<file path="config.mk">
export PLATFORM = sky130hd
export DESIGN_NAME = db_top
export DESIGN_NICKNAME = d
export VERILOG_FILES = /design/src/rtl/db_pkg.sv /design/src/rtl/db_if.sv /design/src/rtl/db_bs_calc.sv /design/src/rtl/db_sao_select.sv /design/src/rtl/db_luma_filter.sv /design/src/rtl/db_sao_offset.sv /design/src/rtl/db_top.sv
export SDC_FILE = /design/constraint.sdc
export NUM_CORES = 1
export LEC_CHECK = 0
export BUFFER_PORTS_ARGS = -buffer_cell sky130_fd_sc_hd__buf_2
export CORE_ASPECT_RATIO = 0.6
export CORE_MARGIN = 3
export CORE_UTILIZATION = 57
export CTS_CLUSTER_SIZE = 25
export DETAILED_ROUTE_END_ITERATION = 10
export PLACE_DENSITY = 0.86
export SKIP_CTS_REPAIR_TIMING = 1
export SYNTH_ARGS = -nofsm -noshare
export SYNTH_HDL_FRONTEND = slang
export SYNTH_HIERARCHICAL = 1
export SYNTH_SLANG_ARGS = --single-unit
</file>
<file path="constraint.sdc">
create_clock -name clk -period 10.02 [get_ports clk]
set_input_delay 2.004 -clock clk [delete_from_list [all_inputs] [get_ports clk]]
set_output_delay 2.004 -clock clk [all_outputs]
set_load 0.02 [all_outputs]
</file>
<file path="src/rtl/db_pkg.sv">
// shared widths and helpers for the deblocking / SAO slice
// holds the tc table, the pixel clip and the SAO word layout
// every design file pulls this in by a wildcard import
package db_pkg;

    localparam int PIX_W      = 8;        // one pixel
    localparam int PIX4_W     = 4*PIX_W;  // p0/q0 in bits [7:0]
    localparam int MV_W       = 10;       // one mv component, quarter pel
    localparam int QP_W       = 6;
    localparam int LCU_X_W    = 4;        // 16 lcu columns in the top store
    localparam int BS_W       = 2;
    localparam int TC_W       = 5;        // tc value, max 24
    localparam int TC_IDX_MAX = 53;
    localparam int MV_THRESH  = 4;        // one integer pel
    localparam int SAO_W      = 19;

    localparam logic [1:0] SAO_OFF  = 2'd0;
    localparam logic [1:0] SAO_BAND = 2'd1;
    localparam logic [1:0] SAO_EDGE = 2'd2;  // 3 is reserved, acts as off

    // tc for index 18..53, below 18 tc is zero
    localparam logic [TC_W-1:0] TC_TAB [36] = '{
        5'd1,  5'd1,  5'd1,  5'd1,  5'd1,  5'd1,  5'd1,  5'd1,  5'd1,
        5'd2,  5'd2,  5'd2,  5'd2,  5'd3,  5'd3,  5'd3,  5'd3,
        5'd4,  5'd4,  5'd4,  5'd5,  5'd5,  5'd6,  5'd6,
        5'd7,  5'd8,  5'd9,  5'd10, 5'd11, 5'd13, 5'd14, 5'd16,
        5'd18, 5'd20, 5'd22, 5'd24
    };

    function automatic logic [TC_W-1:0] tc_lookup(input logic [5:0] idx);
        logic [5:0] k;
        k = (idx > 6'(TC_IDX_MAX)) ? 6'(TC_IDX_MAX - 18) : idx - 6'd18;
        return (idx < 6'd18) ? '0 : TC_TAB[k];
    endfunction

    // saturate a widened signed sum back to 0..255
    function automatic logic [PIX_W-1:0] clip_pix(input logic signed [9:0] v);
        if (v < 0)
            return '0;
        if (v > 10'sd255)
            return 8'hff;
        return v[PIX_W-1:0];
    endfunction

    // one SAO word, read as band params or as edge params
    typedef union packed {
        struct packed {
            logic [1:0]      typ;
            logic [4:0]      band_pos;
            logic [3:0][2:0] off;      // off[k] is signed, for band_pos+k
        } bo;
        struct packed {
            logic [1:0]      typ;
            logic [3:0][3:0] mag;      // mag[c-1] for category c
            logic            rsvd;
        } eo;
    } sao_word_u;

endpackage

</file>
<file path="src/rtl/db_if.sv">
// stage-to-stage bundles of the filter slice
// db_seg_if: bs calc -> luma filter, db_pix_if: luma filter -> SAO
// valid is a single-cycle strobe, the rest is payload under valid
`timescale 1ns/1ps

interface db_seg_if;
    import db_pkg::*;

    logic              valid;
    logic [BS_W-1:0]   bs;
    logic [TC_W-1:0]   tc;     // tc value, already looked up
    logic [PIX4_W-1:0] pix_p;
    logic [PIX4_W-1:0] pix_q;

    modport src (output valid, bs, tc, pix_p, pix_q);
    modport dst (input  valid, bs, tc, pix_p, pix_q);
endinterface

interface db_pix_if;
    import db_pkg::*;

    logic              valid;
    logic [BS_W-1:0]   bs;     // rides along for the top-level bs output
    logic [PIX4_W-1:0] pix_p;  // p0/q0 already filtered
    logic [PIX4_W-1:0] pix_q;
    sao_word_u         sao_p;
    sao_word_u         sao_q;

    modport src (output valid, bs, pix_p, pix_q, sao_p, sao_q);
    modport dst (input  valid, bs, pix_p, pix_q, sao_p, sao_q);
endinterface

</file>
<file path="src/rtl/db_bs_calc.sv">
// boundary strength and tc for one edge segment
// one register stage, runs beside db_sao_select
`timescale 1ns/1ps

module db_bs_calc (
    input  logic                        clk,
    input  logic                        rst_n,
    input  logic                        seg_valid_i,
    input  logic                        intra_i,
    input  logic                        tu_edge_i,
    input  logic                        pu_edge_i,
    input  logic                        cbf_p_i,
    input  logic                        cbf_q_i,
    input  logic [2*db_pkg::MV_W-1:0]   mv_p_i,     // y high, x low
    input  logic [2*db_pkg::MV_W-1:0]   mv_q_i,
    input  logic [db_pkg::QP_W-1:0]     qp_i,
    input  logic [db_pkg::PIX4_W-1:0]   pix_p_i,
    input  logic [db_pkg::PIX4_W-1:0]   pix_q_i,
    db_seg_if.src                       seg
);
    import db_pkg::*;

    logic signed [MV_W:0] dx_w, dy_w;   // one bit wider, no overflow
    logic [MV_W:0]        ax_w, ay_w;
    logic                 mv_big_w;
    logic [BS_W-1:0]      bs_w;
    logic [QP_W:0]        idx_w;        // qp + 2 can reach 65

    // mv distance per component
    assign dx_w = $signed({mv_p_i[MV_W-1], mv_p_i[MV_W-1:0]})
                - $signed({mv_q_i[MV_W-1], mv_q_i[MV_W-1:0]});
    assign dy_w = $signed({mv_p_i[2*MV_W-1], mv_p_i[2*MV_W-1:MV_W]})
                - $signed({mv_q_i[2*MV_W-1], mv_q_i[2*MV_W-1:MV_W]});
    assign ax_w = dx_w[MV_W] ? -dx_w : dx_w;
    assign ay_w = dy_w[MV_W] ? -dy_w : dy_w;
    assign mv_big_w = (ax_w >= (MV_W+1)'(MV_THRESH)) || (ay_w >= (MV_W+1)'(MV_THRESH));

    always_comb begin
        if (intra_i && (tu_edge_i || pu_edge_i))
            bs_w = 2'd2;                        // intra edge
        else if (tu_edge_i && (cbf_p_i || cbf_q_i))
            bs_w = 2'd1;                        // coded residual
        else if (pu_edge_i && mv_big_w)
            bs_w = 2'd1;                        // motion discontinuity
        else
            bs_w = 2'd0;
        idx_w = {1'b0, qp_i} + ((bs_w == 2'd2) ? 7'd2 : 7'd0);
        if (idx_w > 7'(TC_IDX_MAX))
            idx_w = 7'(TC_IDX_MAX);             // clamp table index
    end

    always_ff @(posedge clk or negedge rst_n) begin
        if (!rst_n)
            seg.valid <= 1'b0;
        else
            seg.valid <= seg_valid_i;
    end

    always_ff @(posedge clk) begin
        if (seg_valid_i) begin
            seg.bs    <= bs_w;
            seg.tc    <= tc_lookup(idx_w[5:0]);
            seg.pix_p <= pix_p_i;
            seg.pix_q <= pix_q_i;
        end
    end

endmodule

</file>
<file path="src/rtl/db_sao_select.sv">
// SAO parameter store and neighbour pick
// current, left and a 16-entry top row, refreshed on each lcu start
// q side always gets current, p side may reach across the lcu edge
`timescale 1ns/1ps

module db_sao_select (
    input  logic                         clk,
    input  logic                         rst_n,
    input  logic                         lcu_start_i,
    input  logic [db_pkg::LCU_X_W-1:0]   lcu_x_i,
    input  db_pkg::sao_word_u            lcu_sao_i,
    input  logic                         seg_valid_i,
    input  logic                         seg_ver_i,      // 1: vertical edge
    input  logic                         seg_lcu_edge_i,
    output db_pkg::sao_word_u            sao_p_o,
    output db_pkg::sao_word_u            sao_q_o
);
    import db_pkg::*;

    localparam int TOP_N = 1 << LCU_X_W;

    sao_word_u cur_r;
    sao_word_u left_r;
    sao_word_u top_r;
    sao_word_u top_mem [TOP_N];   // one word per lcu column
    sao_word_u sel_p_w;

    // ******************************************************************
    // lcu start bookkeeping
    // ******************************************************************
    always_ff @(posedge clk or negedge rst_n) begin
        if (!rst_n) begin
            cur_r  <= '0;                       // type off
            left_r <= '0;
            top_r  <= '0;
            for (int i = 0; i < TOP_N; i++) begin
                top_mem[i] <= '0;               // first row has no top
            end
        end else if (lcu_start_i) begin
            left_r           <= cur_r;
            cur_r            <= lcu_sao_i;
            top_r            <= top_mem[lcu_x_i]; // old value, one row up
            top_mem[lcu_x_i] <= lcu_sao_i;
        end
    end

    // ******************************************************************
    // per-segment pick
    // ******************************************************************
    always_comb begin
        if (!seg_lcu_edge_i)
            sel_p_w = cur_r;                    // inside the lcu
        else if (seg_ver_i)
            sel_p_w = left_r;
        else
            sel_p_w = top_r;
    end

    always_ff @(posedge clk) begin
        if (seg_valid_i) begin
            sao_p_o <= sel_p_w;
            sao_q_o <= cur_r;
        end
    end

endmodule

</file>
<file path="src/rtl/db_luma_filter.sv">
// normal luma deblocking, p0 and q0 only
// delta from p1 p0 q0 q1, skipped when |delta| >= 10*tc or bs is 0
// one register stage, SAO words passed along untouched
`timescale 1ns/1ps

module db_luma_filter (
    input  logic              clk,
    input  logic              rst_n,
    db_seg_if.dst             seg,
    input  db_pkg::sao_word_u sao_p_i,
    input  db_pkg::sao_word_u sao_q_i,
    db_pix_if.src             pix
);
    import db_pkg::*;

    logic [PIX_W-1:0]  p0_w, p1_w, q0_w, q1_w;
    logic signed [12:0] delta_w;        // wide enough for 9*255 + 3*255
    logic signed [12:0] dclip_w;
    logic signed [12:0] tc_x_w;
    logic [12:0]        dabs_w;
    logic [8:0]         tc10_w;
    logic               on_w;
    logic [PIX_W-1:0]   p0f_w, q0f_w;

    assign p0_w = seg.pix_p[PIX_W-1:0];
    assign p1_w = seg.pix_p[2*PIX_W-1:PIX_W];
    assign q0_w = seg.pix_q[PIX_W-1:0];
    assign q1_w = seg.pix_q[2*PIX_W-1:PIX_W];

    always_comb begin
        // (9*(q0-p0) - 3*(q1-p1) + 8) >> 4
        delta_w = (13'sd9 * ($signed({5'b0, q0_w}) - $signed({5'b0, p0_w}))
                 - 13'sd3 * ($signed({5'b0, q1_w}) - $signed({5'b0, p1_w}))
                 + 13'sd8) >>> 4;
        dabs_w  = delta_w[12] ? 13'(-delta_w) : 13'(delta_w);
        tc10_w  = {4'b0, seg.tc} * 9'd10;
        tc_x_w  = $signed({8'b0, seg.tc});
        on_w    = (seg.bs != '0) && (dabs_w < {4'b0, tc10_w});

        if (delta_w > tc_x_w)
            dclip_w = tc_x_w;
        else if (delta_w < -tc_x_w)
            dclip_w = -tc_x_w;
        else
            dclip_w = delta_w;

        if (on_w) begin
            p0f_w = clip_pix($signed({2'b00, p0_w}) + $signed(dclip_w[9:0]));
            q0f_w = clip_pix($signed({2'b00, q0_w}) - $signed(dclip_w[9:0]));
        end else begin
            p0f_w = p0_w;                       // pass through
            q0f_w = q0_w;
        end
    end

    always_ff @(posedge clk or negedge rst_n) begin
        if (!rst_n)
            pix.valid <= 1'b0;
        else
            pix.valid <= seg.valid;
    end

    always_ff @(posedge clk) begin
        if (seg.valid) begin
            pix.bs    <= seg.bs;
            pix.pix_p <= {seg.pix_p[PIX4_W-1:PIX_W], p0f_w};
            pix.pix_q <= {seg.pix_q[PIX4_W-1:PIX_W], q0f_w};
            pix.sao_p <= sao_p_i;
            pix.sao_q <= sao_q_i;
        end
    end

endmodule

</file>
<file path="src/rtl/db_sao_offset.sv">
// SAO on the eight filtered pixels p3..p0 q0..q3
// band offset on all four pixels of a side, edge offset (horizontal
// class) on the inner six, p side uses sao_p and q side sao_q
`timescale 1ns/1ps

module db_sao_offset (
    input  logic                        clk,
    input  logic                        rst_n,
    db_pix_if.dst                       pix,
    output logic                        out_valid_o,
    output logic [db_pkg::BS_W-1:0]     out_bs_o,
    output logic [db_pkg::PIX4_W-1:0]   out_p_o,
    output logic [db_pkg::PIX4_W-1:0]   out_q_o
);
    import db_pkg::*;

    logic [PIX_W-1:0] row_w [8];        // 0 = p3 ... 7 = q3
    logic [PIX_W-1:0] res_w [8];

    // one pixel through SAO, a and b are its row neighbours
    function automatic logic [PIX_W-1:0] sao_pix(
        input sao_word_u        w,
        input logic [PIX_W-1:0] c,
        input logic [PIX_W-1:0] a,
        input logic [PIX_W-1:0] b,
        input logic             eo_ok   // p3 / q3 lack a neighbour
    );
        logic [4:0]        k;
        logic [1:0]        lt, gt;
        logic signed [4:0] off;
        off = '0;
        if (w.bo.typ == SAO_BAND) begin
            k = c[PIX_W-1:3] - w.bo.band_pos;   // band index wraps mod 32
            if (k < 5'd4)
                off = 5'($signed(w.bo.off[k[1:0]]));
        end else if (w.eo.typ == SAO_EDGE && eo_ok) begin
            lt = 2'(c < a) + 2'(c < b);
            gt = 2'(c > a) + 2'(c > b);
            if (lt == 2'd2)
                off = $signed({1'b0, w.eo.mag[0]});     // local min
            else if (lt == 2'd1 && gt == 2'd0)
                off = $signed({1'b0, w.eo.mag[1]});
            else if (gt == 2'd1 && lt == 2'd0)
                off = -$signed({1'b0, w.eo.mag[2]});
            else if (gt == 2'd2)
                off = -$signed({1'b0, w.eo.mag[3]});    // local max
        end
        return clip_pix($signed({2'b00, c}) + off);
    endfunction

    always_comb begin
        for (int i = 0; i < 4; i++) begin
            row_w[3-i] = pix.pix_p[PIX_W*i +: PIX_W];   // p_i
            row_w[4+i] = pix.pix_q[PIX_W*i +: PIX_W];   // q_i
        end
    end

    // ******************************************************************
    // per pixel offset
    // ******************************************************************
    for (genvar i = 0; i < 8; i++) begin : g_pix
        assign res_w[i] = sao_pix((i < 4) ? pix.sao_p : pix.sao_q,
                                  row_w[i],
                                  row_w[(i == 0) ? 0 : i-1],
                                  row_w[(i == 7) ? 7 : i+1],
                                  (i != 0) && (i != 7));
    end

    always_ff @(posedge clk or negedge rst_n) begin
        if (!rst_n)
            out_valid_o <= 1'b0;
        else
            out_valid_o <= pix.valid;
    end

    always_ff @(posedge clk) begin
        if (pix.valid) begin
            out_bs_o <= pix.bs;
            for (int i = 0; i < 4; i++) begin
                out_p_o[PIX_W*i +: PIX_W] <= res_w[3-i];
                out_q_o[PIX_W*i +: PIX_W] <= res_w[4+i];
            end
        end
    end

endmodule

</file>
<file path="src/rtl/db_top.sv">
// top of the deblock + SAO slice, plain ports only
// stage 1: bs calc and SAO pick side by side, stage 2: luma filter,
// stage 3: SAO offset; out_valid_o follows seg_valid_i by 3 cycles
`timescale 1ns/1ps

module db_top (
    input  logic                         clk,
    input  logic                         rst_n,
    // lcu parameters
    input  logic                         lcu_start_i,
    input  logic [db_pkg::LCU_X_W-1:0]   lcu_x_i,
    input  logic [db_pkg::SAO_W-1:0]     lcu_sao_i,
    // segment
    input  logic                         seg_valid_i,
    input  logic                         seg_ver_i,
    input  logic                         seg_lcu_edge_i,
    input  logic                         intra_i,
    input  logic                         tu_edge_i,
    input  logic                         pu_edge_i,
    input  logic                         cbf_p_i,
    input  logic                         cbf_q_i,
    input  logic [2*db_pkg::MV_W-1:0]    mv_p_i,
    input  logic [2*db_pkg::MV_W-1:0]    mv_q_i,
    input  logic [db_pkg::QP_W-1:0]      qp_i,
    input  logic [db_pkg::PIX4_W-1:0]    pix_p_i,
    input  logic [db_pkg::PIX4_W-1:0]    pix_q_i,
    // result
    output logic                         out_valid_o,
    output logic [db_pkg::BS_W-1:0]      out_bs_o,
    output logic [db_pkg::PIX4_W-1:0]    out_p_o,
    output logic [db_pkg::PIX4_W-1:0]    out_q_o
);
    import db_pkg::*;

    sao_word_u sao_p_w;     // stage 1 picks, aligned with seg_if
    sao_word_u sao_q_w;

    db_seg_if seg_if ();
    db_pix_if pix_if ();

    db_bs_calc u_bs (
        .clk         (clk),
        .rst_n       (rst_n),
        .seg_valid_i (seg_valid_i),
        .intra_i     (intra_i),
        .tu_edge_i   (tu_edge_i),
        .pu_edge_i   (pu_edge_i),
        .cbf_p_i     (cbf_p_i),
        .cbf_q_i     (cbf_q_i),
        .mv_p_i      (mv_p_i),
        .mv_q_i      (mv_q_i),
        .qp_i        (qp_i),
        .pix_p_i     (pix_p_i),
        .pix_q_i     (pix_q_i),
        .seg         (seg_if.src)
    );

    db_sao_select u_sel (
        .clk            (clk),
        .rst_n          (rst_n),
        .lcu_start_i    (lcu_start_i),
        .lcu_x_i        (lcu_x_i),
        .lcu_sao_i      (lcu_sao_i),    // raw vector into the union port
        .seg_valid_i    (seg_valid_i),
        .seg_ver_i      (seg_ver_i),
        .seg_lcu_edge_i (seg_lcu_edge_i),
        .sao_p_o        (sao_p_w),
        .sao_q_o        (sao_q_w)
    );

    db_luma_filter u_flt (
        .clk     (clk),
        .rst_n   (rst_n),
        .seg     (seg_if.dst),
        .sao_p_i (sao_p_w),
        .sao_q_i (sao_q_w),
        .pix     (pix_if.src)
    );

    db_sao_offset u_sao (
        .clk         (clk),
        .rst_n       (rst_n),
        .pix         (pix_if.dst),
        .out_valid_o (out_valid_o),
        .out_bs_o    (out_bs_o),
        .out_p_o     (out_p_o),
        .out_q_o     (out_q_o)
    );

endmodule

</file>
==> results of run 1 <==
## metal layers
metal,up-vias,GRT usage,part of all wire
li1,13300,-,-
met1,14200,0.405,0.45
met2,1386,0.410,0.43
met3,189,0.0528,0.093
met4,4,0.0759,0.024
met5,-,0,0.00021
## logic make-up (layout without fill, tap and decap cells)
| group | count (synthesis) | in the layout |
|---|---|---|
| compound gates | 743 | 744 |
| fa+ha+maj | 366 | 366 |
| xor+xnor | 159 | 159 |
| buf+inv | 366 | 614 |
| mux | 534 | 534 |
| simple gates | 653 | 653 |
| other cells | 0 | 3 |
| flops | 643 | 643 |
## cell usage in the layout (no fill, tap or decap), types with 83 or more instances in the layout
| master | count |
|---|---|
| mux2i_1 | 145 |
| nand2_1 | 135 |
| ha_1 | 324 |
| nor2_1 | 165 |
| nand3_1 | 83 |
| xnor2_1 | 86 |
| o21ai_0 | 130 |
| buf_2 | 206 |
| dfrtp_1 | 362 |
| edfxtp_1 | 279 |
| mux2_2 | 345 |
| a21oi_1 | 165 |
| inv_1 | 245 |
## cell type report
cell class,count,area (um2)
tap,912,1140
multi-input combinational,2456,21200
inverter,248,931
timing repair buffer,254,1420
clock buffer,80,1630
clock inverter,32,468
fill,5022,24500
antenna,3,7.51
sequential,643,17500
## worst max-delay path: cells and delay by family, from the launching register on
kind            cells  cell delay (ps)
xor+xnor            2              580
compound gates     19             3750
mux                 1              320
buf+inv             7              640
fa+ha+maj           9             3070
simple gates        6              780
flops               1              380
## sequential cells by signal, indices dropped and copies added (netlist names), 32 cells and up
signal and count:
u_sel/top_mem 304, u_bs/seg.pix_p 32, u_bs/seg.pix_q 32, u_flt/pix.pix_p 32, u_flt/pix.pix_q 32, u_sao/out_p_o 32, u_sao/out_q_o 32
## final timing paths
kind	endpoint	slack [ps]	cells past startpoint
max in group asynchronous	u_bs/seg.valid$_DFF_PN0_	6940	2
min	u_sao/out_bs_o[1]$_DFFE_PP_	420	0
min in group asynchronous	u_sel/top_mem[214]$_DFFE_PN0P_	1440	1
max reg2reg	u_flt/pix.pix_p[0]$_DFFE_PP_	360	44
max	u_flt/pix.pix_p[0]$_DFFE_PP_	360	44
min reg2reg	u_sao/out_bs_o[1]$_DFFE_PP_	420	0
## stage by stage
step                setup WS [ps]  hold WS (ps)   util
CTS                          -190           415  0.640
global route                -48.5           424  0.644
detailed placement           -196           405  0.610
global placement              277           400  0.610
floorplan                     705           400      -
finish                        357           415  0.644
==> flow_summary.json, run 1 <==
{
  "avgRoutedWirePerCell_um": 22.3,
  "vias": 29100,
  "chipHeight_um": 211,
  "final_cells": 4628,
  "startpoint_type": "flop",
  "synthXorXnorAreaFrac": 0.0364,
  "h-tree-depth": 2,
  "synth_fa_ha_area_frac": 0.121,
  "ant_nets": 0,
  "ys_warn_count": 6,
  "clk_pin_slew_ps": 70,
  "cts_buffer_depth": 3,
  "place_inst": 4499,
  "design_area_um2": 44300,
  "worstSkewPairLatency_ps": 680,
  "synthMuxAreaShare": 0.157,
  "endpoint_kind": "flop",
  "skew_ps": 45.2,
  "async_flop_share": 0.566,
  "coreArea_um2": 68800,
  "die_x_um": 348,
  "place_area_um2": 42000,
  "synth-simple-area-share": 0.0843,
  "firstDrtPassIters": 6,
  "cp.arrival_ps": 10160,
  "tightest_slew_ps": 1320,
  "maxCapViolations": 0,
  "slowest_stage": "fa_1",
  "initial_core_util": 0.583,
  "maxSlewViolCount": 0,
  "synth_area_leaders": "dfrtp_1, edfxtp_1, ha_1",
  "setup-tns-final_ps": 0,
  "dieArea_um2": 73700,
  "syn_inst": 3464,
  "viasPerCell": 6.28,
  "synth_top_area_cell": "dfrtp_1",
  "num_rows": 74,
  "setup_viol": 0,
  "yosys-top-cells-count": "dfrtp_1, mux2_2, ha_1",
  "portBuffers": 210,
  "maxSlewHeadroom": 0.114,
  "clock.fmax_ghz": 0.103,
  "synth_flop_cell": "dfrtp_1",
  "area_growth_pct": 10.5,
  "synth_cell_type_count": 116,
  "numCtsBuffers": 59,
  "drt_iter0_markers": 3126,
  "dpl.hpwl_um": 71500,
  "yosys_register_bits": 643,
  "worstSetupStartpoint": "u_bs/seg.pix_p[9]$_DFFE_PP_",
  "nNetsFinal": 4172,
  "status": "finished, final reports clean",
  "gp_congestion": 0.990,
  "max_stage_delay_ps": 510,
  "drive_gt1_frac": 0.228,
  "cp_common_cell": "inv_1",
  "synthesis.nets": 3974,
  "synth_top_cell_area_share": 0.227,
  "rr_startpoint": "u_bs/seg.pix_p[9]$_DFFE_PP_",
  "fin_crit_ps": 9660,
  "grt_pass1_wl_um": 159000,
  "avgSynthCellArea_um2": 11.6,
  "min_period_over_period": 0.964,
  "hp-start": "u_flt/pix.bs[1]$_DFFE_PP_",
  "cts_root_buf": "clkbuf_16",
  "grt_max_degree": 155,
  "worstPathMaxFanout": 8,
  "synth-seq-area-share": 0.436,
  "yosys.cell_count.top_type": "dfrtp_1",
  "grt-ovfl-total": 0,
  "num_io_pins": 211,
  "synth_compound_area_frac": 0.126,
  "clock_sinks": 643,
  "crit_required_ps": 10520,
  "hold_viol_final": 0,
  "grt_pass1_vias": 27900,
  "synth_top_family_by_area": "multiplexers",
  "cts_tree": "yes",
  "crit_type": "reg -> reg",
  "synth_edf_count": 279,
  "antenna_found_initial": 5,
  "hp-class": "reg -> reg",
  "drc": 0,
  "wirelength_um": 103000,
  "track_usage": 0.273,
  "syn_area_um2": 40100
}
Power of run 1 is left out: the tool's default activity adds up to more than one toggle a clock period on the data nets, which glitch-free logic cannot reach.
==> run 2: changes to the inputs <==
CORE_UTILIZATION = 60   (was 57)
GPL_ROUTABILITY_DRIVEN = 0   (was not set)
clock period = 11.3 ns   (was 10.02 ns; I/O delays follow)
==> run 2 against run 1 <==
Against the previous run: core utilization up 2.7 points; final cell count down 1.1%; worst setup slack improved by 250 ps; clock skew is essentially flat; via count rose by 0.43%; design area shrank 1.1%; sequential share of layout area up 0.42 points; worst hold slack worse by 2.9 ps.
==> flow_summary.json, run 2 (synthesis gave the netlist of run 1 again) <==
{
  "viasPerCell": 6.38,
  "grt_pass1_vias": 27900,
  "r2r-end": "u_flt/pix.pix_p[4]$_DFFE_PP_",
  "grt_setup_unrepaired": "false",
  "grt_use_met1": 0.422,
  "max_stage_delay_ps": 520,
  "coreArea_um2": 65300,
  "clock_sinks": 643,
  "track_usage": 0.286,
  "num_rows": 72,
  "multi_input_area_um2": 21100,
  "fillers": 4656,
  "r2r_cells": 43,
  "cts_buffer_depth": 3,
  "maxCapViolations": 0,
  "maxSlewViolCount": 0,
  "mostFrequentLayoutCells": "dfrtp_1, mux2_2, ha_1, edfxtp_1, inv_1",
  "grt-ovfl-total": 0,
  "avgRoutedWirePerCell_um": 22.2,
  "worstSkewPairLatency_ps": 670,
  "min_period_over_period": 0.946,
  "chipHeight_um": 206,
  "crit_required_ps": 11660,
  "skew_ps": 45.1,
  "seq_area_um2": 17500,
  "worstSetupStartpoint": "u_bs/seg.pix_p[9]$_DFFE_PP_",
  "top_register": "u_sel/top_mem",
  "grt_max_degree": 159,
  "hp-class": "reg -> reg",
  "endpoint_kind": "flop",
  "ant_nets": 0,
  "startpoint_type": "flop",
  "firstDrtPassIters": 10,
  "fin_crit_ps": 10690,
  "wirelength_um": 102000,
  "grtUsageMet2": 0.431,
  "cts_root_buf": "clkbuf_16",
  "drt_iter0_markers": 3516,
  "setup-tns-final_ps": 0,
  "nNetsFinal": 4149,
  "maxSlewHeadroom": 0.177,
  "die_x_um": 340,
  "largest_register_ffs": 304,
  "rr_startpoint": "u_bs/seg.pix_p[9]$_DFFE_PP_",
  "clk_pin_slew_ps": 70,
  "h-tree-depth": 2,
  "gr-max-usage-layer": "met2",
  "drc": 0,
  "dpl.hpwl_um": 71200,
  "grt_util_met3": 0.0634,
  "endpoint": "u_flt/pix.pix_p[4]$_DFFE_PP_",
  "tightest_slew_ps": 1230,
  "grt_pass1_wl_um": 158000,
  "cp.arrival_ps": 11050,
  "hold_viol_final": 0,
  "area_growth_pct": 9.34,
  "regToRegSetupSlack_ps": 610,
  "numCtsBuffers": 58,
  "setup_viol": 0,
  "initial_core_util": 0.614,
  "layout_commonest_cell": "dfrtp_1",
  "clock.fmax_ghz": 0.0935,
  "num_io_pins": 211,
  "slowest_stage": "fa_1",
  "crit_type": "reg -> reg",
  "antenna_found_initial": 3,
  "drive_gt1_frac": 0.217,
  "vias": 29200,
  "dieArea_um2": 70100,
  "status": "finished, final reports clean",
  "worstPathMaxFanout": 19,
  "portBuffers": 210,
  "cts_tree": "yes",
  "cp_common_cell": "ha_1"
}
## run 2: worst max-delay path, delay by kind of cell, from the launching register on
kind	cells	cell delay (ps)
compound gates	21	4520
xor+xnor	2	600
fa+ha+maj	9	3080
buf+inv	5	580
flops	1	390
mux	1	470
simple gates	5	780
## run 2: metrics by stage
step           hold WS [ps]  cells  instance area, um2  setup slack [ps]  utilization
5_1_grt                 425   4576               43800              34.8        0.671
2_1_floorplan           400   3464               40100              1990            -
3_5_place_dp            405   4465               41900               739        0.641
4_1_cts                 414   4572               43800               719        0.671
3_3_place_gp            402   4465               41900              1150        0.641
6_report                412   4576               43800               608        0.671
## run 2: layout make-up
| type | instances | share of cell area |
|---|---|---|
| diodes | 2 | 0.000114 |
| multi-input cells | 2455 | 0.481 |
| clock inverters | 24 | 0.00759 |
| repair buffers | 233 | 0.0287 |
| flip-flops and latches | 643 | 0.399 |
| well taps | 888 | 0.0253 |
| inverters | 248 | 0.0212 |
| clock buffers | 83 | 0.0369 |
## run 2: metal layers
layer	part of all wire	wire length, um
met1	0.45	45600
met4	0.022	2270
met2	0.43	43700
met5	0.00011	11
met3	0.098	9970
## run 2: worst min-delay path by stage
| stage | startpoint | end | slack, ps | depth (start not counted) |
|---|---|---|---|---|
| after floorplan | u_bs/seg.pix_p[16]$_DFFE_PP_ | u_flt/pix.pix_p[16]$_DFFE_PP_ | 400 | 0 |
| after global placement | u_bs/seg.pix_p[27]$_DFFE_PP_ | u_flt/pix.pix_p[27]$_DFFE_PP_ | 400 | 0 |
| after detailed placement | u_bs/seg.pix_p[27]$_DFFE_PP_ | u_flt/pix.pix_p[27]$_DFFE_PP_ | 400 | 0 |
| after CTS | u_sel/sao_p_o[0]$_DFFE_PP_ | u_flt/pix.sao_p[0]$_DFFE_PP_ | 410 | 0 |
| after global routing | u_bs/seg.pix_q[23]$_DFFE_PP_ | u_flt/pix.pix_q[23]$_DFFE_PP_ | 420 | 0 |
| final | u_sel/sao_p_o[0]$_DFFE_PP_ | u_flt/pix.sao_p[0]$_DFFE_PP_ | 410 | 0 |
Power of run 2 is left out for the same reason.
